### config.mk
export PLATFORM = sky130hd
export DESIGN_NAME = buffer_subsystem
export DESIGN_NICKNAME = d
export VERILOG_FILES = /design/src/rtl/buf_regs_pkg.sv /design/src/rtl/buf_types_pkg.sv /design/src/rtl/buffer_subsystem.sv /design/src/rtl/buffer_irq_regs.sv /design/src/rtl/shared_ram.sv /design/src/rtl/ram_arbiter.sv /design/src/rtl/ring_buffer.sv
export VERILOG_INCLUDE_DIRS = /design/src /design/src/rtl
export SDC_FILE = /design/constraint.sdc
export NUM_CORES = 1
export LEC_CHECK = 0
export ABC_AREA = 1
export CAP_MARGIN = 20
export CORE_MARGIN = 3
export CORE_UTILIZATION = 40
export DETAILED_ROUTE_END_ITERATION = 8
export DONT_BUFFER_PORTS = 1
export PLACE_DENSITY = 0.6
export RECOVER_POWER = 100
export SLEW_MARGIN = 20
export SYNTH_ARGS = -nofsm -noshare
export SYNTH_HDL_FRONTEND = slang
export SYNTH_SLANG_ARGS = --single-unit
### constraint.sdc
create_clock -name i_clk -period 3.2 [get_ports i_clk]
set_input_delay 0 -clock i_clk [delete_from_list [all_inputs] [get_ports i_clk]]
set_output_delay 0 -clock i_clk [all_outputs]
set_load 0.1 [all_outputs]
### src/rtl/buf_params.svh
`ifndef BUF_PARAMS_SVH
`define BUF_PARAMS_SVH

//////////////////////////////
// Buffer geometry

`define BUF_COUNT 3
`define BUF_DEPTH 8
`define BUF_DATA_W 16

// Count at which nearly_full rises
`define BUF_WARN_LEVEL 6

// Count needs one more bit than the pointers to hold BUF_DEPTH itself
`define BUF_CNT_W $clog2(`BUF_DEPTH + 1)

//////////////////////////////
// Shared RAM with one region of BUF_DEPTH words per buffer

`define BUF_RAM_WORDS (`BUF_COUNT * `BUF_DEPTH)
`define BUF_RAM_AW $clog2(`BUF_RAM_WORDS)

//////////////////////////////
// Register bus

`define REG_ADDR_W 4

`endif
### src/rtl/buf_regs_pkg.sv
`include "buf_params.svh"

package buf_regs_pkg;

	// Register map of the buffer block
	typedef enum logic [`REG_ADDR_W-1:0] {
		IRQ_STAT  = 4'd0,	// Sticky full flags that clear on a write of 1
		IRQ_MASK  = 4'd1,
		FILL_WARN = 4'd2,	// Read only
		COUNT0    = 4'd4,
		COUNT1    = 4'd5,
		COUNT2    = 4'd6
	} reg_addr_e;

	// Bit positions in IRQ_STAT and IRQ_MASK
	typedef enum logic [1:0] {
		CMD_FULL = 2'd0,
		CH1_FULL = 2'd1,
		CH2_FULL = 2'd2
	} irq_bit_e;

endpackage

### src/rtl/buf_types_pkg.sv
`include "buf_params.svh"

package buf_types_pkg;

	typedef logic [15:0] reg_data_t;

	//////////////////////////////
	// Buffer ports

	typedef struct packed {
		logic                   wr;
		logic [`BUF_DATA_W-1:0] data;
	} buf_wr_t;

	typedef struct packed {
		logic                   valid;
		logic [`BUF_DATA_W-1:0] data;
	} buf_rd_rsp_t;

	typedef struct packed {
		logic                  full;
		logic                  nearly_full;
		logic                  empty;
		logic [`BUF_CNT_W-1:0] count;
	} buf_status_t;

	//////////////////////////////
	// Shared RAM port

	typedef struct packed {
		logic                   req;
		logic                   we;
		logic [`BUF_RAM_AW-1:0] addr;
		logic [`BUF_DATA_W-1:0] wdata;
	} mem_req_t;

	typedef struct packed {
		logic [`BUF_DATA_W-1:0] rdata;
	} mem_rsp_t;

	//////////////////////////////
	// Register bus

	typedef struct packed {
		logic [`REG_ADDR_W-1:0] addr;
		reg_data_t              wdata;
		logic                   wr;
		logic                   rd;
	} reg_req_t;

endpackage

### src/rtl/buffer_subsystem.sv
`timescale 1ns/1ps
`include "buf_params.svh"

module buffer_subsystem (
	input  logic                       i_clk,
	input  logic                       i_rst,
	input  buf_types_pkg::buf_wr_t     i_cmd_wr,
	input  buf_types_pkg::buf_wr_t     i_ch1_wr,
	input  buf_types_pkg::buf_wr_t     i_ch2_wr,
	input  logic                       i_cmd_rd,
	input  logic                       i_ch1_rd,
	input  logic                       i_ch2_rd,
	output buf_types_pkg::buf_rd_rsp_t o_cmd_rd,
	output buf_types_pkg::buf_rd_rsp_t o_ch1_rd,
	output buf_types_pkg::buf_rd_rsp_t o_ch2_rd,
	input  buf_types_pkg::reg_req_t    i_reg,
	output buf_types_pkg::reg_data_t   o_reg_rdata,
	output logic                       o_interrupt,
	output logic                       o_fill_warning,
	output logic [1:0]                 o_data_available
);

	localparam int RAM_AW = `BUF_RAM_AW;
	localparam logic [`BUF_COUNT-1:0] READ_PRIO = 'b110;	// Sensor data is read first

	buf_types_pkg::buf_wr_t     wr_in   [`BUF_COUNT];
	buf_types_pkg::buf_rd_rsp_t rd_out  [`BUF_COUNT];
	buf_types_pkg::buf_status_t status  [`BUF_COUNT];
	buf_types_pkg::mem_req_t    buf_req [`BUF_COUNT];
	buf_types_pkg::mem_req_t    ram_req;
	buf_types_pkg::mem_rsp_t    ram_rsp;
	logic [`BUF_COUNT-1:0]      rd_in;
	logic [`BUF_COUNT-1:0]      grant;
	logic [`BUF_COUNT-1:0]      rsp_valid;
	logic [`BUF_COUNT-1:0]      warn_vec;

	// Buffer 0 holds host commands, 1 and 2 the sensor channels
	assign wr_in[0] = i_cmd_wr;
	assign wr_in[1] = i_ch1_wr;
	assign wr_in[2] = i_ch2_wr;
	assign rd_in    = {i_ch2_rd, i_ch1_rd, i_cmd_rd};
	assign o_cmd_rd = rd_out[0];
	assign o_ch1_rd = rd_out[1];
	assign o_ch2_rd = rd_out[2];

	//////////////////////////////
	// Buffers sharing one RAM

	for (genvar i = 0; i < `BUF_COUNT; i++) begin : g_buf
		ring_buffer #(
			.BASE        (RAM_AW'(i * `BUF_DEPTH))
		) u_ring_buffer (
			.i_clk       (i_clk),
			.i_rst       (i_rst),
			.i_wr        (wr_in[i]),
			.i_rd        (rd_in[i]),
			.o_rd        (rd_out[i]),
			.o_status    (status[i]),
			.o_mem_req   (buf_req[i]),
			.i_grant     (grant[i]),
			.i_mem_rsp   (ram_rsp),
			.i_rsp_valid (rsp_valid[i])
		);

		assign warn_vec[i] = status[i].nearly_full;
	end

	ram_arbiter u_ram_arbiter (
		.i_clk       (i_clk),
		.i_rst       (i_rst),
		.i_req       (buf_req),
		.i_read_prio (READ_PRIO),
		.o_grant     (grant),
		.o_mem_req   (ram_req),
		.o_rsp_valid (rsp_valid)
	);

	shared_ram u_shared_ram (
		.i_clk (i_clk),
		.i_req (ram_req),
		.o_rsp (ram_rsp)
	);

	buffer_irq_regs u_buffer_irq_regs (
		.i_clk       (i_clk),
		.i_rst       (i_rst),
		.i_reg       (i_reg),
		.o_reg_rdata (o_reg_rdata),
		.i_status    (status),
		.o_interrupt (o_interrupt)
	);

	//////////////////////////////
	// Output pins are registered so the pads never see a glitch

	always_ff @(posedge i_clk) begin
		if (i_rst) begin
			o_fill_warning   <= 1'b0;
			o_data_available <= '0;
		end else begin
			o_fill_warning   <= |warn_vec;
			o_data_available <= {~status[2].empty, ~status[1].empty};
		end
	end

endmodule

### src/rtl/buffer_irq_regs.sv
`timescale 1ns/1ps
`include "buf_params.svh"

module buffer_irq_regs (
	input  logic                       i_clk,
	input  logic                       i_rst,
	input  buf_types_pkg::reg_req_t    i_reg,
	output buf_types_pkg::reg_data_t   o_reg_rdata,
	input  buf_types_pkg::buf_status_t i_status [`BUF_COUNT],
	output logic                       o_interrupt
);

	logic [`BUF_COUNT-1:0]    irq_stat;
	logic [`BUF_COUNT-1:0]    irq_mask;
	logic [`BUF_COUNT-1:0]    full_vec;
	logic [`BUF_COUNT-1:0]    warn_vec;
	logic [`BUF_COUNT-1:0]    stat_clr;
	logic                     stat_wr;
	logic                     mask_wr;
	buf_types_pkg::reg_data_t rdata_next;

	assign full_vec[buf_regs_pkg::CMD_FULL] = i_status[0].full;
	assign full_vec[buf_regs_pkg::CH1_FULL] = i_status[1].full;
	assign full_vec[buf_regs_pkg::CH2_FULL] = i_status[2].full;

	always_comb begin
		for (int i = 0; i < `BUF_COUNT; i++) begin
			warn_vec[i] = i_status[i].nearly_full;
		end
	end

	assign stat_wr  = i_reg.wr && (i_reg.addr == buf_regs_pkg::IRQ_STAT);
	assign mask_wr  = i_reg.wr && (i_reg.addr == buf_regs_pkg::IRQ_MASK);
	assign stat_clr = stat_wr ? i_reg.wdata[`BUF_COUNT-1:0] : '0;

	//////////////////////////////
	// Interrupt status and mask

	always_ff @(posedge i_clk) begin
		if (i_rst) begin
			irq_stat    <= '0;
			irq_mask    <= '0;
			o_interrupt <= 1'b0;
		end else begin
			irq_stat <= (irq_stat & ~stat_clr) | full_vec;	// Full wins over a clear
			if (mask_wr) begin
				irq_mask <= i_reg.wdata[`BUF_COUNT-1:0];
			end
			o_interrupt <= |(irq_stat & irq_mask);
		end
	end

	//////////////////////////////
	// Read back

	always_comb begin
		case (i_reg.addr)
			buf_regs_pkg::IRQ_STAT:  rdata_next = buf_types_pkg::reg_data_t'(irq_stat);
			buf_regs_pkg::IRQ_MASK:  rdata_next = buf_types_pkg::reg_data_t'(irq_mask);
			buf_regs_pkg::FILL_WARN: rdata_next = buf_types_pkg::reg_data_t'(warn_vec);
			buf_regs_pkg::COUNT0:    rdata_next = buf_types_pkg::reg_data_t'(i_status[0].count);
			buf_regs_pkg::COUNT1:    rdata_next = buf_types_pkg::reg_data_t'(i_status[1].count);
			buf_regs_pkg::COUNT2:    rdata_next = buf_types_pkg::reg_data_t'(i_status[2].count);
			default:                 rdata_next = '0;
		endcase
	end

	always_ff @(posedge i_clk) begin
		o_reg_rdata <= i_reg.rd ? rdata_next : '0;	// Zero between reads keeps the bus OR-able
	end

endmodule

### src/rtl/shared_ram.sv
`timescale 1ns/1ps
`include "buf_params.svh"

module shared_ram (
	input  logic                    i_clk,
	input  buf_types_pkg::mem_req_t i_req,
	output buf_types_pkg::mem_rsp_t o_rsp
);

	logic [`BUF_DATA_W-1:0] mem [`BUF_RAM_WORDS];

	always_ff @(posedge i_clk) begin
		if (i_req.req && i_req.we) begin
			mem[i_req.addr] <= i_req.wdata;
		end
		if (i_req.req && !i_req.we) begin
			o_rsp.rdata <= mem[i_req.addr];	// Holds until the next read
		end
	end

endmodule

### src/rtl/ram_arbiter.sv
`timescale 1ns/1ps
`include "buf_params.svh"

module ram_arbiter (
	input  logic                    i_clk,
	input  logic                    i_rst,
	input  buf_types_pkg::mem_req_t i_req [`BUF_COUNT],
	input  logic [`BUF_COUNT-1:0]   i_read_prio,
	output logic [`BUF_COUNT-1:0]   o_grant,
	output buf_types_pkg::mem_req_t o_mem_req,
	output logic [`BUF_COUNT-1:0]   o_rsp_valid
);

	logic [`BUF_COUNT-1:0] rd_req;
	logic [`BUF_COUNT-1:0] wr_req;

	always_comb begin
		for (int i = 0; i < `BUF_COUNT; i++) begin
			rd_req[i] = i_req[i].req & ~i_req[i].we;
			wr_req[i] = i_req[i].req & i_req[i].we;
		end
	end

	//////////////////////////////
	// Priority reads win over other reads, and any read wins over a write

	always_comb begin
		logic found;
		found   = 1'b0;
		o_grant = '0;
		for (int i = 0; i < `BUF_COUNT; i++) begin
			if (!found && rd_req[i] && i_read_prio[i]) begin
				o_grant[i] = 1'b1;
				found      = 1'b1;
			end
		end
		for (int i = 0; i < `BUF_COUNT; i++) begin
			if (!found && rd_req[i] && !i_read_prio[i]) begin
				o_grant[i] = 1'b1;
				found      = 1'b1;
			end
		end
		for (int i = 0; i < `BUF_COUNT; i++) begin
			if (!found && wr_req[i]) begin
				o_grant[i] = 1'b1;
				found      = 1'b1;
			end
		end
	end

	always_comb begin
		o_mem_req = '0;
		for (int i = 0; i < `BUF_COUNT; i++) begin
			if (o_grant[i]) begin
				o_mem_req = i_req[i];
			end
		end
	end

	//////////////////////////////
	// Read grant delayed to line up with the RAM output register

	always_ff @(posedge i_clk) begin
		if (i_rst) begin
			o_rsp_valid <= '0;
		end else begin
			o_rsp_valid <= o_grant & rd_req;
		end
	end

endmodule

### src/rtl/ring_buffer.sv
`timescale 1ns/1ps
`include "buf_params.svh"

module ring_buffer #(
	parameter logic [`BUF_RAM_AW-1:0] BASE = '0
) (
	input  logic                       i_clk,
	input  logic                       i_rst,
	input  buf_types_pkg::buf_wr_t     i_wr,
	input  logic                       i_rd,
	output buf_types_pkg::buf_rd_rsp_t o_rd,
	output buf_types_pkg::buf_status_t o_status,
	output buf_types_pkg::mem_req_t    o_mem_req,
	input  logic                       i_grant,
	input  buf_types_pkg::mem_rsp_t    i_mem_rsp,
	input  logic                       i_rsp_valid
);

	localparam int PTR_W = $clog2(`BUF_DEPTH);
	localparam int AW    = `BUF_RAM_AW;
	localparam int CNT_W = `BUF_CNT_W;

	logic [PTR_W-1:0]       wr_ptr;
	logic [PTR_W-1:0]       rd_ptr;
	logic [PTR_W-1:0]       wr_slot;
	logic [PTR_W-1:0]       rd_slot;
	logic [`BUF_DATA_W-1:0] wr_data;
	logic                   wr_pend;
	logic                   rd_pend;
	logic                   rd_wait_wr;
	logic [CNT_W-1:0]       count;
	logic                   full;
	logic                   empty;
	logic                   rd_first;
	logic                   wr_done;
	logic                   rd_done;
	logic                   wr_acc;
	logic                   rd_acc;

	function automatic logic [PTR_W-1:0] next_ptr(input logic [PTR_W-1:0] ptr);
		logic [PTR_W-1:0] nxt;
		if (ptr == PTR_W'(`BUF_DEPTH - 1)) begin
			nxt = '0;
		end else begin
			nxt = ptr + 1'b1;
		end
		return nxt;
	endfunction

	assign full  = (count == CNT_W'(`BUF_DEPTH));
	assign empty = (count == '0);

	// A read may target the word that still sits in the write slot
	assign rd_first = rd_pend & ~rd_wait_wr;
	assign wr_done  = i_grant & o_mem_req.we;
	assign rd_done  = i_grant & rd_first;

	// The slot frees in the same cycle it is granted, so uncontended strobes run back to back
	assign wr_acc = i_wr.wr & ~full & (~wr_pend | wr_done);
	assign rd_acc = i_rd & ~empty & (~rd_pend | rd_done);

	//////////////////////////////
	// Pointers, count and pending operations

	always_ff @(posedge i_clk) begin
		if (i_rst) begin
			wr_ptr     <= '0;
			rd_ptr     <= '0;
			count      <= '0;
			wr_pend    <= 1'b0;
			rd_pend    <= 1'b0;
			rd_wait_wr <= 1'b0;
		end else begin
			if (wr_acc) begin
				wr_ptr <= next_ptr(wr_ptr);
			end
			if (rd_acc) begin
				rd_ptr <= next_ptr(rd_ptr);
			end
			count <= count + CNT_W'(wr_acc) - CNT_W'(rd_acc);

			if (wr_acc) begin
				wr_pend <= 1'b1;
			end else if (wr_done) begin
				wr_pend <= 1'b0;
			end

			if (rd_acc) begin
				rd_pend <= 1'b1;
			end else if (rd_done) begin
				rd_pend <= 1'b0;
			end

			// Only an older write to the same entry holds the read back
			if (rd_acc) begin
				rd_wait_wr <= wr_pend & ~wr_done & (wr_slot == rd_ptr);
			end else if (wr_done) begin
				rd_wait_wr <= 1'b0;
			end
		end
	end

	always_ff @(posedge i_clk) begin
		if (wr_acc) begin
			wr_slot <= wr_ptr;
			wr_data <= i_wr.data;
		end
		if (rd_acc) begin
			rd_slot <= rd_ptr;
		end
	end

	//////////////////////////////
	// One RAM request per cycle

	always_comb begin
		o_mem_req.req   = wr_pend | rd_pend;
		o_mem_req.we    = wr_pend & ~rd_first;
		o_mem_req.addr  = BASE + AW'(rd_first ? rd_slot : wr_slot);
		o_mem_req.wdata = wr_data;
	end

	assign o_rd.valid = i_rsp_valid;	// Arbiter raises this only for our own read
	assign o_rd.data  = i_mem_rsp.rdata;

	assign o_status.full        = full;
	assign o_status.nearly_full = (count >= CNT_W'(`BUF_WARN_LEVEL));
	assign o_status.empty       = empty;
	assign o_status.count       = count;

endmodule

# Yosys cells after proc, flatten, opt, wreduce, memory -nomap -nowiden
# Memories as Yosys holds them, arrays and structs flattened. A register that Yosys moved wholly into a read port is not among the register bits.
# Index checks and enable logic that the tools add are counted.
dict set report classes {
  addsub 14
  magnitude_cmp 3
  eq_ne 17
  muxes 41
  n_bitwise 74
  n_reduce_logical 30
}
# op count
set op_table {}
lappend op_table {{23-bit 2-to-1 mux} 3}
lappend op_table {{1-bit bitwise AND} 36}
lappend op_table {{3-bit 2-to-1 mux} 10}
lappend op_table {{1-bit 2-to-1 mux} 27}
lappend op_table {{1-bit NOT} 24}
lappend op_table {{4-bit case mux with 6 select lines} 1}
lappend op_table {{3-bit by 1-bit adder with 3-bit output (second input constant)} 6}
lappend op_table {{3-bit == test (second input constant)} 6}
lappend op_table {{2-bit nonzero test} 9}
lappend op_table {{4-bit logical NOT} 4}
lappend op_table {{4-bit by 1-bit adder with 4-bit output} 3}
lappend op_table {{4-bit by 3-bit == test with 1-bit output (second input constant)} 3}
lappend op_table {{4-bit == test (second input constant)} 3}
lappend op_table {{4-bit by 3-bit >= comparator with 1-bit output (second input constant)} 3}
lappend op_table {{4-bit by 1-bit subtractor with 4-bit output} 3}
lappend op_table {{3-bit bitwise AND} 3}
lappend op_table {{3-bit == test} 3}
lappend op_table {{1-bit logical AND} 9}
lappend op_table {{1-bit bitwise OR} 9}
lappend op_table {{1-bit logical NOT} 6}
lappend op_table {{3-bit OR reduction} 2}
lappend op_table {{4-bit by 5-bit adder with 5-bit output (first input constant)} 1}
lappend op_table {{5-bit adder (first input constant)} 1}
lappend op_table {{4-bit by 1-bit == test with 1-bit output (second input constant)} 1}
lappend op_table {{3 further kinds} 3}
dict set report word_totals {
  reg_bits 134
  ram_bits 384
  inputBits 78
  out_inout_bits 71
  elab_cells 214
  memories 1
}
# name depth word_bits read_ports rd_ports_with_merged_regs write_ports line
set memory_table {}
lappend memory_table {u_shared_ram.mem 24 16 1 1 1 shared_ram.sv:10} ;# logic [`BUF_DATA_W-1:0] mem [`BUF_RAM_WORDS];

# Longest topological paths before layout
# Gate-level depths: netlist of the first run.
dict set report depth {
  ltp_word 27
  ltp_mapped 20
  mapped_depth_nobuf 18
}

# Hierarchy
# Synthesis of the first run repeated with hierarchy kept, for this count alone.
dict set report hier_totals {
  cells_unflattened 2172
  hier_area_um2 22610.4
}
# module instances cells_each area_per_inst_um2 seq_area_each_um2
set by_module_without_submodules {}
lappend by_module_without_submodules {shared_ram 1 1429 16130.5 12011.5}
lappend by_module_without_submodules {{ring_buffer (g_buf[1].u_ring_buffer ...)} 2 163 1672.9 920.9}
lappend by_module_without_submodules {{ring_buffer (g_buf[0].u_ring_buffer)} 1 162 1669.1 920.9}
lappend by_module_without_submodules {buffer_irq_regs 1 105 700.7 220.2}
lappend by_module_without_submodules {ram_arbiter 1 140 676.9 60.1}
lappend by_module_without_submodules {buffer_subsystem 1 10 87.6 60.1}

# Worst setup path after synthesis of the first run
# OpenSTA, ideal clock, no wires.
dict set report synth_timing {
  path_type {reg2reg}
  start {reg g_buf[2].u_ring_buffer.rd_pend}
  end {reg g_buf[2].u_ring_buffer.count[2]}
  setup_time_ns 0.128
  arrival_ns 2.863
  t_required_ns 3.072
  slack_ns 0.210
  stages_incl_launch_ff 16
  n_path_buf 1
  period_less_slack_ns 2.990
  path_cell_list {dfxtp_1 -> a21boi_2 -> inv_1 -> nand2_1 -> nand2_1 -> buf_2 -> clkinv_1 -> nand2_1 -> nand2_1 -> nand3_1 -> inv_1 -> ha_1 -> inv_1 -> fa_1 -> xor2_1 -> nor2_1}
}
dict set report synth_between {
  elab_chain_len 24
  elab_cells_between_ends 31
  classes_between {add/sub (2); mux (6); bitwise (14); reduce/logical (9)}
}
# element line
set synth_rtl {}
lappend synth_rtl {{start: declaration} ring_buffer.sv:29} ;# logic rd_pend;
lappend synth_rtl {{start signal: assignment} ring_buffer.sv:71} ;# rd_pend <= 1'b0;
lappend synth_rtl {{start signal: assignment} ring_buffer.sv:89} ;# rd_pend <= 1'b1;
lappend synth_rtl {{start signal: assignment} ring_buffer.sv:91} ;# rd_pend <= 1'b0;
lappend synth_rtl {{1-bit bitwise AND} ring_buffer.sv:54} ;# assign rd_first = rd_pend & ~rd_wait_wr;
lappend synth_rtl {{1-bit NOT} ring_buffer.sv:118} ;# o_mem_req.we = wr_pend & ~rd_first;
lappend synth_rtl {{1-bit bitwise AND} ring_buffer.sv:118}
lappend synth_rtl {{1-bit NOT} ram_arbiter.sv:19} ;# rd_req[i] = i_req[i].req & ~i_req[i].we;
lappend synth_rtl {{1-bit bitwise AND} ram_arbiter.sv:19}
lappend synth_rtl {{1-bit logical AND} ram_arbiter.sv:32} ;# if (!found && rd_req[i] && i_read_prio[i]) begin
lappend synth_rtl {{1-bit 2-to-1 mux} ram_arbiter.sv:32}
lappend synth_rtl {{1-bit logical NOT} ram_arbiter.sv:38} ;# if (!found && rd_req[i] && !i_read_prio[i]) begin
lappend synth_rtl {{[9 not listed]} n/a}
lappend synth_rtl {{1-bit logical AND} ram_arbiter.sv:44} ;# if (!found && wr_req[i]) begin
lappend synth_rtl {{1-bit 2-to-1 mux} ram_arbiter.sv:44}
lappend synth_rtl {{1-bit bitwise AND (*)} ring_buffer.sv:55} ;# assign wr_done = i_grant & o_mem_req.we;
lappend synth_rtl {{1-bit bitwise OR (*)} ring_buffer.sv:59} ;# assign wr_acc = i_wr.wr & ~full & (~wr_pend | wr_done);
lappend synth_rtl {{1-bit bitwise AND (*)} ring_buffer.sv:59}
lappend synth_rtl {{via g_buf[2].u_ring_buffer.wr_acc} ring_buffer.sv:37} ;# logic wr_acc;
lappend synth_rtl {{4-bit by 1-bit adder with 4-bit output (*)} ring_buffer.sv:80} ;# count <= count + CNT_W'(wr_acc) - CNT_W'(rd_acc);
lappend synth_rtl {{4-bit by 1-bit subtractor with 4-bit output (*)} ring_buffer.sv:80}
lappend synth_rtl {{end signal: assignment} ring_buffer.sv:80}
lappend synth_rtl {{end: declaration} ring_buffer.sv:31} ;# logic [CNT_W-1:0] count;
# Mark *: on every way through the listed nets, which the timed path passes. The rest lies on a longest branch.
# A chain may end at the register's enable or synchronous reset.

# Worst setup path after layout of the first run
dict set report layout_timing {
  start {reg g_buf[1].u_ring_buffer.rd_wait_wr}
  end {reg, netlist name u_shared_ram.o_rsp[0]}
}
dict set report layout_between {
  elab_chain_len 25
  elab_cells_between_ends 34
  classes_between {add/sub (1); mux (14); bitwise (7); reduce/logical (12)}
}
# element line
set layout_rtl {}
lappend layout_rtl {{start: declaration} ring_buffer.sv:30} ;# logic rd_wait_wr;
lappend layout_rtl {{start signal: assignment} ring_buffer.sv:96} ;# rd_wait_wr <= wr_pend & ~wr_done & (wr_slot == rd_ptr);
lappend layout_rtl {{1-bit NOT (*)} ring_buffer.sv:54}
lappend layout_rtl {{1-bit bitwise AND (*)} ring_buffer.sv:54}
lappend layout_rtl {{1-bit NOT} ring_buffer.sv:118}
lappend layout_rtl {{1-bit bitwise AND} ring_buffer.sv:118}
lappend layout_rtl {{1-bit NOT} ram_arbiter.sv:19}
lappend layout_rtl {{1-bit bitwise AND} ram_arbiter.sv:19}
lappend layout_rtl {{1-bit 2-to-1 mux} ram_arbiter.sv:32}
lappend layout_rtl {{1-bit logical NOT} ram_arbiter.sv:32}
lappend layout_rtl {{[9 not listed]} n/a}
lappend layout_rtl {{1-bit logical AND} ram_arbiter.sv:44}
lappend layout_rtl {{1-bit 2-to-1 mux} ram_arbiter.sv:44}
lappend layout_rtl {{1-bit logical NOT} ram_arbiter.sv:44}
lappend layout_rtl {{1-bit logical AND} ram_arbiter.sv:44}
lappend layout_rtl {{1-bit 2-to-1 mux} ram_arbiter.sv:44}
lappend layout_rtl {{23-bit 2-to-1 mux (*)} ram_arbiter.sv:54} ;# if (o_grant[i]) begin
lappend layout_rtl {{1-bit logical NOT} shared_ram.sv:16} ;# if (i_req.req && !i_req.we) begin
lappend layout_rtl {{1-bit logical AND} shared_ram.sv:16}
# Every way passes the cells marked *; elsewhere a longest branch is shown, timed or not.

==> summary.md, run 1 <==
| Metric | Value |
|---|---|
| Signal arrival time at the worst endpoint | 3.46 ns |
| Min-Delay Startpoint | i_ch2_wr[2] |
| Post-detailed-route count of antenna-violating nets | 0 |
| Worst slew margin relative to its limit | -66.13% |
| Failing checks | max-capacitance violations, max-slew violations |
| Startpoint of the lowest-slack register-to-register path | g_buf[1].u_ring_buffer.rd_wait_wr |
| Routed length on met3 | 3845 um |
| Synthesized cell area | 22400 um2 |
| Total global-route track usage | 18.68% |
| Cell variety after synth | 42 |
| Design Power | 0.02832 W |
| Share of final-layout standard cells stronger than drive strength 1 | 7.991% |
| Type of the worst setup path | flop to flop |
| Chip Height | 242.7 um |
| Most area-hungry cell type in the Yosys netlist | sky130_fd_sc_hd__edfxtp_1 |
| Crit path launch type | flop |
| Avg Inst Size Synth | 10.95 um2 |
| CTS H-tree depth | 2 |
| Boundary pin count | 149 |
| Endpoints failing setup | 0 |
| Slew at the pin with the worst max-slew slack | 2.503 ns |
| Number of buffers inserted to repair setup after CTS | 0 |
| Total half-perimeter wirelength after legalization and detailed placement | 32020 um |
| Worst Path Required | 3.67 ns |
| Starting DRC count in detailed routing | 1186 |
| Hold Fails Final Rpt | 0 |
| Routed wire per std cell | 18.77 um |
| Post-Route M1 WL | 24020 um |
| Final clock skew | 0.01429 ns |
| Drc violations | 0 |
| Post-synth top area share | 62.46% |
| Power Dens Cells | 1088 nW/um2 |
| Die extent in x | 242.7 um |
| TritonCTS clock tree | yes |
| Antenna violations before repair | 1 |
| Top Metal Used | met4 |
| Worst vdd rail ir drop | 916.6 uV |
| Most used flip-flop cell after synthesis | sky130_fd_sc_hd__edfxtp_1 |
| Number of clock sinks seen by CTS | 522 |
| Pins Over Slew Limit | 43 |
| Worst hold path depth | 1 |
| Yosys warning count | 0 |
| Max_cap viols | 13 |
| RSZ-0062 raised after global routing | no |
| Clock input transition at the sequential cells of the worst setup and hold paths | 0.06 ns |
| Number of enable-type register cells in the synthesized netlist | 466 |
| Final weighted congestion in routability-driven placement | 0.8438 |
| Clock latency of the later-clocked register in the worst-skew pair | 0.60 ns |
| Most common cell after layout, fill and taps aside | sky130_fd_sc_hd__nand2_1 |
| Port-buffer cells | 0 |
| Reg2Reg Setup Slack | 0.21 ns |
| Effective utilization at floorplan | 40.51% |
| Minimum clock period after layout | 2.988 ns |
| FF+latch count, synth | 522 |
| Main area contributors after synthesis | sky130_fd_sc_hd__edfxtp_1, sky130_fd_sc_hd__nand2_1, sky130_fd_sc_hd__dfxtp_1, sky130_fd_sc_hd__nand3_1, sky130_fd_sc_hd__inv_1 |
| Worst hold path endpoint | g_buf[2].u_ring_buffer.wr_data[2] |
| Met2 wire length | 26100 um |
| Instance area after placement | 23780 um2 |
| CTS Buf Count | 52 |
| Clock tree root driver cell | sky130_fd_sc_hd__clkbuf_16 |
| Via count of the first global-routing pass | 14880 |
| Reg2reg end | u_shared_ram.o_rsp[0] |
| Final worst-path cycle share | 93.36% |
| Share of the core filled with cells in the final layout | 47.06% |
| Run status | finished, violations left |
| R2R cell count | 17 |
| Relative area change from synthesis to final layout | 16.17% |
| Routed wire length | 55680 um |
| First-pass GRT wire length | 85790 um |
| Site Rows | 86 |
| Type of the tightest min-delay check | input pin to flop |
| Total Nets Final | 2287 |
| Area of the placeable core | 55310 um2 |
| Proportion of synthesized flip-flops having asynchronous set or reset | 0% |
| Die Area | 58890 um2 |
| Worst Path Max Fanout | 18 |
| Standby leakage power | 10.29 nW |
| Clock tree buffer depth | 3 |
| Fin worst setup slack | 0.2125 ns |
| Highest-count cells in the layout ignoring fill and taps | sky130_fd_sc_hd__nand2_1, sky130_fd_sc_hd__edfxtp_1, sky130_fd_sc_hd__nand3_1, sky130_fd_sc_hd__inv_1, sky130_fd_sc_hd__dlygate4sd3_1 |
| Max Clk Rate | 0.3347 GHz |
| Vias after detailed routing | 15060 |
| Finished layout cell area | 26030 um2 |
| Routed vias/inst | 5.077 |
| Post-Place Worst Slack | 0.2644 ns |
| Fillers | 5045 |
| Total overflow reported by the global router | 0 |
| Portion of the post-synthesis area used by sequential elements | 67.46% |
| Number of detailed-route iterations in the first pass | 7 |
| Gate count after technology mapping | 2046 |
| Maximum number of pins on one net before global-route repair | 129 |
| Critical Path Sink Type | flop |
| Fin Setup TNS | 0 ns |
## Yosys cell counts (3+ instances only)
| master | count |
|---|---|
| sky130_fd_sc_hd__a211oi_1 | 3 |
| sky130_fd_sc_hd__a21oi_1 | 48 |
| sky130_fd_sc_hd__a31oi_1 | 3 |
| sky130_fd_sc_hd__buf_1 | 8 |
| sky130_fd_sc_hd__buf_2 | 43 |
| sky130_fd_sc_hd__buf_4 | 58 |
| sky130_fd_sc_hd__clkbuf_1 | 23 |
| sky130_fd_sc_hd__clkinv_1 | 8 |
| sky130_fd_sc_hd__dfxtp_1 | 56 |
| sky130_fd_sc_hd__edfxtp_1 | 466 |
| sky130_fd_sc_hd__fa_1 | 3 |
| sky130_fd_sc_hd__ha_1 | 33 |
| sky130_fd_sc_hd__inv_1 | 147 |
| sky130_fd_sc_hd__inv_2 | 18 |
| sky130_fd_sc_hd__nand2_1 | 655 |
| sky130_fd_sc_hd__nand2_2 | 3 |
| sky130_fd_sc_hd__nand3_1 | 221 |
| sky130_fd_sc_hd__nand3b_1 | 65 |
| sky130_fd_sc_hd__nand4_1 | 17 |
| sky130_fd_sc_hd__nor2_1 | 68 |
| sky130_fd_sc_hd__nor2_4 | 3 |
| sky130_fd_sc_hd__nor3_1 | 6 |
| sky130_fd_sc_hd__o211a_1 | 6 |
| sky130_fd_sc_hd__o21ai_0 | 29 |
| sky130_fd_sc_hd__o21ai_1 | 16 |
| sky130_fd_sc_hd__o22ai_1 | 9 |
| sky130_fd_sc_hd__xnor2_1 | 4 |
| sky130_fd_sc_hd__xor2_1 | 8 |
## cells by family (layout without fill, tap and decap cells)
group | Yosys count | in the layout | share of synthesized area, %
simple gates | 1045 | 1045 | 20.37
flops | 522 | 522 | 67.46
buf+inv | 308 | 466 | 6.445
compound gates | 120 | 120 | 3.027
fa+ha+maj | 36 | 36 | 2.111
xor+xnor | 12 | 12 | 0.4691
mux | 2 | 2 | 0.1005
other cells | 1 | 15 | 0.01674
## report_power, final
part           total (W)  leakage [nW]  internal [W]  switching, W
Clock            0.00578         0.774       0.00328       0.00251
Combinational     0.0128          4.77       0.00313       0.00967
Sequential       0.00975          4.75       0.00927      0.000473
Total             0.0283          10.3        0.0157        0.0126
## per-layer routing
layer	global-route usage, %	vias to the layer above
met5	0	-
met4	6.977	0
met3	3.635	91
met2	30.01	497
met1	25.28	7344
li1	-	7127
## repair_timing
item                                   CTS  global route
endpoints found under the hold margin  113             0
gates resized for setup                  0             3
hold buffers                            91             0
setup endpoints to repair                0             3
## registers in the layout, indices dropped and copies added (netlist names)
| name | cells |
|---|---|
| u_ram_arbiter.o_rsp_valid | 3 |
| u_buffer_irq_regs.irq_stat | 3 |
| o_fill_warning | 1 |
| g_buf.u_ring_buffer.rd_wait_wr | 3 |
| g_buf.u_ring_buffer.wr_ptr | 9 |
| g_buf.u_ring_buffer.rd_pend | 3 |
| g_buf.u_ring_buffer.count | 12 |
| o_data_available | 2 |
| u_buffer_irq_regs.o_interrupt | 1 |
| g_buf.u_ring_buffer.rd_ptr | 9 |
| g_buf.u_ring_buffer.wr_slot | 9 |
| u_buffer_irq_regs.o_reg_rdata | 4 |
| u_buffer_irq_regs.irq_mask | 3 |
| g_buf.u_ring_buffer.wr_pend | 3 |
| u_shared_ram.mem | 384 |
| u_shared_ram.o_rsp | 16 |
| g_buf.u_ring_buffer.wr_data | 48 |
| g_buf.u_ring_buffer.rd_slot | 9 |
## worst max-delay path, cell delays in order (launching register included)
cell and delay (ns):
sky130_fd_sc_hd__dfxtp_1 0.39, sky130_fd_sc_hd__inv_1 0.09, sky130_fd_sc_hd__nand2_1 0.15, sky130_fd_sc_hd__nand2_1 0.08, sky130_fd_sc_hd__nand3_1 0.09, sky130_fd_sc_hd__nand2_1 0.10
sky130_fd_sc_hd__nand2_1 0.19, sky130_fd_sc_hd__buf_4 0.34, sky130_fd_sc_hd__nor2_4 0.09, sky130_fd_sc_hd__nor3_4 0.22, sky130_fd_sc_hd__nand2_1 0.20, sky130_fd_sc_hd__clkinv_2 0.26
sky130_fd_sc_hd__nand2_1 0.13, sky130_fd_sc_hd__nand2_1 0.11, sky130_fd_sc_hd__clkinv_1 0.14, sky130_fd_sc_hd__nand2_1 0.14, sky130_fd_sc_hd__nand2_1 0.07, sky130_fd_sc_hd__nand2_1 0.06
## final cells by class
| type | count | area [um2] | share of cell area, % |
|---|---|---|---|
| Clock inverter | 19 | 141.4 | 0.5432 |
| Timing Repair Buffer | 196 | 1827 | 7.019 |
| Antenna cell | 3 | 7.507 | 0.02884 |
| Clock buffer | 77 | 1446 | 5.557 |
| Multi-Input combinational cell | 1227 | 5899 | 22.67 |
| Sequential cell | 522 | 15110 | 58.07 |
| Inverter | 174 | 654.4 | 2.514 |
| Tap cell | 748 | 935.9 | 3.596 |
## worst max-delay path by stage
stage / slack, ns / startpoint / endpoint
2_1_floorplan: 0.21 / g_buf[2].u_ring_buffer.rd_pend / g_buf[2].u_ring_buffer.count[2]
3_3_place_gp: 0.37 / g_buf[0].u_ring_buffer.rd_pend / u_shared_ram.o_rsp[0]
3_5_place_dp: 0.26 / g_buf[0].u_ring_buffer.rd_pend / g_buf[2].u_ring_buffer.count[3]
4_1_cts: 0.22 / g_buf[0].u_ring_buffer.rd_pend / g_buf[2].u_ring_buffer.count[3]
5_1_grt: 0.02 / g_buf[1].u_ring_buffer.rd_wait_wr / u_shared_ram.mem[19][6]
6_report: 0.21 / g_buf[1].u_ring_buffer.rd_wait_wr / u_shared_ram.o_rsp[0]
## through the flow
step | std cells | hold slack [ns]
floorplan | 2057 | 0.09887
global placement | 2776 | 0.07433
detailed placement | 2776 | 0.07802
CTS | 2963 | 0.002179
global route | 2964 | 0.01709
finish | 2966 | 0.02775
(Power assumes the default switching activity.)
==> run 2, diff against run 1 <==
CORE_UTILIZATION = 58   (was 40)
CTS_BUF_LIST = sky130_fd_sc_hd__clkbuf_16   (was unset)
PLACE_DENSITY = 0.8   (was 0.6)
==> summary.md, run 2 (synthesis results as in run 1) <==
| Metric | Value |
|---|---|
| Site Rows | 71 (-17%) |
| Antenna diode count | 0 (-3) |
| Chain of cells forming the critical path | a21boi_2 -> inv_1 -> nand2_1 -> buf_4 -> nor2_4 -> nor3_4 -> buf_4 -> nand2_1 -> nor2_1 -> buf_4 |
| Total Nets Final | 2274 (-0.57%) |
| Number of detailed-route iterations in the first pass | 6 (-1) |
| Number of flip-flops in the largest register | 384 (unchanged) |
| Clock tree buffer depth | 3 (unchanged) |
| Endpoints failing setup | 0 (unchanged) |
| Largest register by flop count | u_shared_ram.mem |
| Library cell appearing most often on the critical path | sky130_fd_sc_hd__buf_4 |
| TritonCTS clock tree | yes |
| CP top delay family | buffers and inverters |
| Number of buffers inserted to repair setup after CTS | 0 (unchanged) |
| Minimum clock period after layout | 3.079 ns (+0.09145 ns) |
| Drc violations | 0 (unchanged) |
| Type of the tightest min-delay check | input pin to flop |
| Slew at the pin with the worst max-slew slack | 2.514 ns (+0.01184 ns) |
| Routed wire per std cell | 19.65 um (+4.7%) |
| CTS Buf Count | 50 (-3.8%) |
| Min-Delay Startpoint | i_ch2_wr[2] |
| Worst hold path depth | 1 (unchanged) |
| Maximum number of pins on one net before global-route repair | 129 (unchanged) |
| CTS H-tree depth | 2 (unchanged) |
| Failing checks | max-capacitance violations, max-slew violations |
| Area of the placeable core | 37840 um2 (-32%) |
| Crit path launch type | flop |
| Critical path buffer and inverter count | 4 (unchanged) |
| Share of final-layout standard cells stronger than drive strength 1 | 8.946% (+0.96 points) |
| Hold WS | 0.05199 ns (+0.02424 ns) |
| Antenna violations before repair | 0 (-1) |
| Boundary pin count | 149 (unchanged) |
| Critical Path Sink Type | flop |
| Hold Fails Final Rpt | 0 (unchanged) |
| Type of the worst setup path | flop to flop |
| Highest-count cells in the layout ignoring fill and taps | sky130_fd_sc_hd__nand2_1, sky130_fd_sc_hd__edfxtp_1, sky130_fd_sc_hd__nand3_1, sky130_fd_sc_hd__inv_1, sky130_fd_sc_hd__dlygate4sd3_1 |
| Final worst-path cycle share | 96.22% (+2.9 points) |
| Power Dens Cells | 1089 nW/um2 (+0.10%) |
| Design Power | 0.02792 W (-1.4%) |
| Die Area | 41020 um2 (-30%) |
| Cell at the slowest stage of the critical path | sky130_fd_sc_hd__dfxtp_1 |
| Relative area change from synthesis to final layout | 14.41% |
| Reg2reg end | u_shared_ram.mem[3][4] |
| Worst Path Max Fanout | 18 (unchanged) |
| Clock tree root driver cell | sky130_fd_sc_hd__clkbuf_16 |
| Starting DRC count in detailed routing | 1733 (+46%) |
| Effective utilization at floorplan | 59.20% (+19 points) |
| Vias after detailed routing | 15630 (+3.8%) |
| Worst hold path endpoint | g_buf[2].u_ring_buffer.wr_data[2] |
| Total overflow reported by the global router | 0 (unchanged) |
| Delay contributed by the slowest stage of the critical path | 0.40 ns (about the same) |
| Port-buffer cells | 0 (unchanged) |
| Reg2Reg Setup Slack | 0.12 ns (-0.09 ns) |
| Worst Path Required | 3.43 ns (-0.24 ns) |
| Worst slew margin relative to its limit | -66.91% (-0.79 points) |
| Total global-route track usage | 25.60% (+6.9 points) |
| Chip Height | 202.5 um (-17%) |
| First-pass GRT wire length | 83310 um (-2.9%) |
| Most common cell after layout, fill and taps aside | sky130_fd_sc_hd__nand2_1 |
| Final weighted congestion in routability-driven placement | 0.8709 (+3.2%) |
| Largest registers | u_shared_ram.mem: 384 flops, g_buf.u_ring_buffer.wr_data: 48 flops, u_shared_ram.o_rsp: 16 flops |
| Routed wire length | 53320 um (-4.2%) |
| R2R cell count | 10 (-7) |
| Max_cap viols | 11 (-2) |
| Total half-perimeter wirelength after legalization and detailed placement | 30640 um (-4.3%) |
| Routed vias/inst | 5.759 (+13%) |
| Max Clk Rate | 0.3248 GHz (-3.0%) |
| Startpoint of the lowest-slack register-to-register path | g_buf[1].u_ring_buffer.rd_pend |
| Via count of the first global-routing pass | 15730 (+5.7%) |
| Die extent in x | 202.5 um (-17%) |
| Standby leakage power | 10.28 nW (-0.10%) |
| Worst vdd rail ir drop | 877.2 uV (-4.3%) |
| Signal arrival time at the worst endpoint | 3.31 ns (-0.15 ns) |
| Pins Over Slew Limit | 11 (-74%) |
| Clock input transition at the sequential cells of the worst setup and hold paths | 0.06 ns (about the same) |
| Number of clock sinks seen by CTS | 522 (unchanged) |
| Fillers | 2567 (-49%) |
| Run status | finished, violations left |
| Clock latency of the later-clocked register in the worst-skew pair | 0.58 ns (-0.02 ns) |
| Post-detailed-route count of antenna-violating nets | 0 (unchanged) |
| Final clock skew | 0.02108 ns (+0.006792 ns) |
[run 2: cell count changes in the layout (fill, tap and decap cells not counted), sizes merged]
cell	delta
clkinv	+11
inv	+10
clkbuf	-71
diode	-3
buf	+45
clkinvlp	+5
bufinv	-1
dlygate4sd3	-12
[run 2: stage by stage]
stage	setup TNS [ns]	utilization, %	cell area, um2	cells	setup slack (ns)
floorplan	0	-	22450	2057	0.2097
global placement	0	62.06	23490	2540	0.3032
detailed placement	0	62.06	23490	2540	0.2676
CTS	0	68.13	25780	2713	0.2216
global route	-0.08986	67.73	25630	2713	-0.04946
finish	0	67.73	25630	2713	0.1210
[run 2: area by class of cell]
type                       count  area, um2  share of cell area (%)
clock buffer                  50       1251                   4.881
clock inverter                44      245.2                  0.9567
inverter                     174      654.4                   2.553
multi-input combinational   1227       5921                   23.10
sequential                   522      15120                   58.97
tap                          511      639.4                   2.494
timing repair buffer         185       1807                   7.048
[run 2: how the worst max path moves through the flow]
stage,slack (ns),startpoint,endpoint,cells after the start
2_1_floorplan,0.21,g_buf[2].u_ring_buffer.rd_pend,g_buf[2].u_ring_buffer.count[2],15
4_1_cts,0.22,g_buf[0].u_ring_buffer.rd_pend,u_shared_ram.o_rsp[2],14
3_5_place_dp,0.27,g_buf[0].u_ring_buffer.rd_pend,u_shared_ram.o_rsp[2],14
6_report,0.12,g_buf[1].u_ring_buffer.rd_pend,u_shared_ram.mem[3][4],10
5_1_grt,-0.05,g_buf[2].u_ring_buffer.rd_wait_wr,g_buf[2].u_ring_buffer.count[2],15
3_3_place_gp,0.30,g_buf[1].u_ring_buffer.rd_pend,u_shared_ram.mem[2][10],10
[run 2: timing repair]
item / CTS / global route
setup endpoints to repair: 0 / 11
hold buffers: 79 / 0
resized for setup: 0 / 8
hold endpoints to repair: 111 / 0
[run 2: per-layer routing]
metal / up-vias / global-route usage [%] / share of wire [%]
met5: - / 0 / 0
met4: 0 / 8.958 / 2.9
met3: 132 / 3.944 / 9.4
met2: 913 / 43.26 / 50
met1: 7481 / 34.20 / 38
li1: 7099 / - / -
[run 2: where the power goes]
group          total, W  internal, W  switching [W]
sequential      0.00975      0.00925       0.000505
combinational    0.0127      0.00323        0.00952
clock           0.00543      0.00293        0.00250
total            0.0279       0.0154         0.0125
[run 2: worst reg2reg max path, delay by kind of cell (launching register included)]
family          cells  cell delay, ns
compound gates      1            0.34
buf+inv             4            1.13
flops               1            0.40
simple gates        5            0.87
==> run 3, diff against run 2 <==
CORE_UTILIZATION = 57   (was 58)
PLACE_DENSITY = 0.81   (was 0.8)
clock period = 2.7 ns   (was 3.2 ns; I/O delays follow)
==> summary.md, run 3 (synthesis results as in run 1) <==
| Metric | Value |
|---|---|
| Run status | completed |
| Chip Height | 204.3 um (+0.85%) |
| Signal arrival time at the worst endpoint | 3.13 ns (-0.18 ns) |
| Max Clk Rate | 0.3743 GHz (+15%) |
| Slew at the pin with the worst max-slew slack | 1.242 ns (-1.272 ns) |
| Most common cell after layout, fill and taps aside | sky130_fd_sc_hd__nand2_1 |
| Drc violations | 0 (unchanged) |
| Antenna violations before repair | 0 (unchanged) |
| Final weighted congestion in routability-driven placement | 0.8954 (+2.8%) |
| CTS H-tree depth | 2 (unchanged) |
| Port-buffer cells | 0 (unchanged) |
| CTS Buf Count | 49 (-2.0%) |
| Effective utilization at floorplan | 58.65% (-0.55 points) |
| Instance area after placement | 24030 um2 (+2.3%) |
| Type of the worst setup path | flop to flop |
| Clock tree buffer depth | 3 (unchanged) |
| Standby leakage power | 10.62 nW (+3.3%) |
| Antenna diode count | 0 (unchanged) |
| Number of clock sinks seen by CTS | 522 (unchanged) |
| Total overflow reported by the global router | 0 (unchanged) |
| Relative area change from synthesis to final layout | 17.89% |
| Startpoint of the most critical setup path | g_buf[2].u_ring_buffer.rd_pend |
| Critical Path Sink Type | flop |
| Design Power | 0.03478 W (+25%) |
| Worst Path Max Fanout | 5 (-13) |
| Post-detailed-route count of antenna-violating nets | 0 (unchanged) |
| Die extent in x | 204.3 um (+0.85%) |
| Routed vias/inst | 5.918 (+2.8%) |
| Hold Fails Final Rpt | 0 (unchanged) |
| Total half-perimeter wirelength after legalization and detailed placement | 33620 um (+9.7%) |
| Clock tree root driver cell | sky130_fd_sc_hd__clkbuf_16 |
| Clock input transition at the sequential cells of the worst setup and hold paths | 0.07 ns (about the same) |
| Routed wire length | 59470 um (+12%) |
| Pins Over Slew Limit | 0 (-11) |
| Share of final-layout standard cells stronger than drive strength 1 | 12.55% (+3.6 points) |
| Reg2reg end | g_buf[2].u_ring_buffer.count[2] |
| Reg2Reg Setup Slack | 0.03 ns (-0.09 ns) |
| Worst slew margin relative to its limit | 17.56% (+84 points) |
| Site Rows | 71 (unchanged) |
| Largest register by flop count | u_shared_ram.mem |
| Total Nets Final | 2307 (+1.5%) |
| Number of flip-flops in the largest register | 384 (unchanged) |
| Largest registers | u_shared_ram.mem: 384 flops, g_buf.u_ring_buffer.wr_data: 48 flops, u_shared_ram.o_rsp: 16 flops |
| Final worst-path cycle share | 98.96% (+2.7 points) |
| Vias after detailed routing | 16230 (+3.9%) |
| Area of the placeable core | 38200 um2 (+0.94%) |
| Endpoints failing setup | 0 (unchanged) |
| TritonCTS clock tree | yes |
| Highest-count cells in the layout ignoring fill and taps | sky130_fd_sc_hd__nand2_1, sky130_fd_sc_hd__edfxtp_1, sky130_fd_sc_hd__nand3_1, sky130_fd_sc_hd__inv_1, sky130_fd_sc_hd__buf_4 |
| Area taken by flip-flops and latches | 15130 um2 (about the same) |
| RSZ-0062 raised after global routing | yes |
| Minimum clock period after layout | 2.672 ns (-0.4070 ns) |
| Worst Path Required | 3.16 ns (-0.27 ns) |
| End point of the critical path | g_buf[2].u_ring_buffer.count[2] |
| Power Dens Cells | 1317 nW/um2 (+21%) |
| First-pass GRT wire length | 89400 um (+7.3%) |
| Worst vdd rail ir drop | 1024 uV (+17%) |
| Number of detailed-route iterations in the first pass | 5 (-1) |
| R2R cell count | 15 (+5) |
| Final clock skew | 0.02707 ns (+0.005989 ns) |
| Total global-route track usage | 27.43% (+1.8 points) |
| Die Area | 41720 um2 (+1.7%) |
| Max_cap viols | 0 (-11) |
| Maximum number of pins on one net before global-route repair | 129 (unchanged) |
| Finished layout cell area | 26410 um2 (+3.0%) |
| Via count of the first global-routing pass | 16620 (+5.7%) |
| Crit path launch type | flop |
| Routed wire per std cell | 21.69 um (+10%) |
| Startpoint of the lowest-slack register-to-register path | g_buf[2].u_ring_buffer.rd_pend |
| Type of the tightest min-delay check | input pin to flop |
| Boundary pin count | 149 (unchanged) |
| Clock latency of the later-clocked register in the worst-skew pair | 0.58 ns (about the same) |
| Starting DRC count in detailed routing | 1994 (+15%) |
| Fillers | 2408 (-6.2%) |
| Footprint of the multi-input gates | 6038 um2 (+2.0%) |
[run 3: repair_timing]
action                                  4_1_cts  5_1_grt
hold buffers                                 76        0
cloned                                        0        2
resized for setup                             6       38
endpoints found under the setup margin       37      326
hold endpoints to repair                    112        0
pin swaps                                     0        2
buffers inserted                              3        7
[run 3: report_power, final]
part / switching [W] / leakage, nW / internal [W]
registers: 0.000628 / 4.75 / 0.0110
logic: 0.0122 / 5.11 / 0.00468
clock network: 0.00292 / 0.755 / 0.00338
[run 3: worst min path at each step]
stage	start	to	slack, ns	depth (start not counted)
finish	i_ch2_wr[2]	g_buf[2].u_ring_buffer.wr_data[2]	0.05	1
global route	i_ch2_wr[2]	g_buf[2].u_ring_buffer.wr_data[2]	0.05	1
CTS	i_reg[20]	u_buffer_irq_regs.o_reg_rdata[0]	0.02	5
detailed placement	i_rst	g_buf[2].u_ring_buffer.count[1]	0.07	1
global placement	i_rst	g_buf[2].u_ring_buffer.rd_wait_wr	0.07	1
floorplan	i_cmd_wr[0]	g_buf[0].u_ring_buffer.wr_data[0]	0.1	0
[run 3: through the flow]
stage	cells	setup slack (ns)	setup TNS (ns)	utilization, %	hold slack [ns]
after global placement	2565	0.08781	0	62.91	0.06894
after detailed placement	2565	-0.0001890	-0.0001890	62.91	0.07388
after floorplan	2057	-0.2407	-37.03	-	0.09887
after CTS	2733	0.02094	0	68.76	0.01564
final	2742	0.02803	0	69.15	0.04758
after global routing	2742	-0.1118	-12.67	69.15	0.04657
[run 3: area by class of cell]
cell class / count / share of cell area (%)
clock inverters: 40 / 0.7579
clock buffers: 49 / 4.642
multi-input cells: 1227 / 22.86
well taps: 511 / 2.421
inverters: 174 / 2.525
flip-flops and latches: 522 / 57.27
repair buffers: 219 / 9.526
[run 3: worst max-delay path, cell delays in order, from the launching register on]
cell,delay [ns]
sky130_fd_sc_hd__dfxtp_4,0.40
sky130_fd_sc_hd__a21boi_4,0.24
sky130_fd_sc_hd__inv_2,0.08
sky130_fd_sc_hd__nand2_2,0.11
sky130_fd_sc_hd__nand2_4,0.08
sky130_fd_sc_hd__buf_4,0.16
sky130_fd_sc_hd__clkinv_2,0.07
sky130_fd_sc_hd__nand2_2,0.08
sky130_fd_sc_hd__nand2_2,0.14
sky130_fd_sc_hd__nand3_2,0.17
sky130_fd_sc_hd__clkinvlp_4,0.17
sky130_fd_sc_hd__ha_4,0.14
sky130_fd_sc_hd__inv_1,0.06
sky130_fd_sc_hd__fa_1,0.40
sky130_fd_sc_hd__xor2_1,0.18
sky130_fd_sc_hd__nor2_1,0.05
[run 3: routing by layer]
layer  vias to the layer above  share of wire (%)  global-route usage (%)
li1                       7171                  -                       -
met1                      7700                 36                   35.14
met2                      1150                 49                   46.13
met3                       206                 11                   5.781
met4                         0                4.1                   10.79
met5                         -                  0                       0
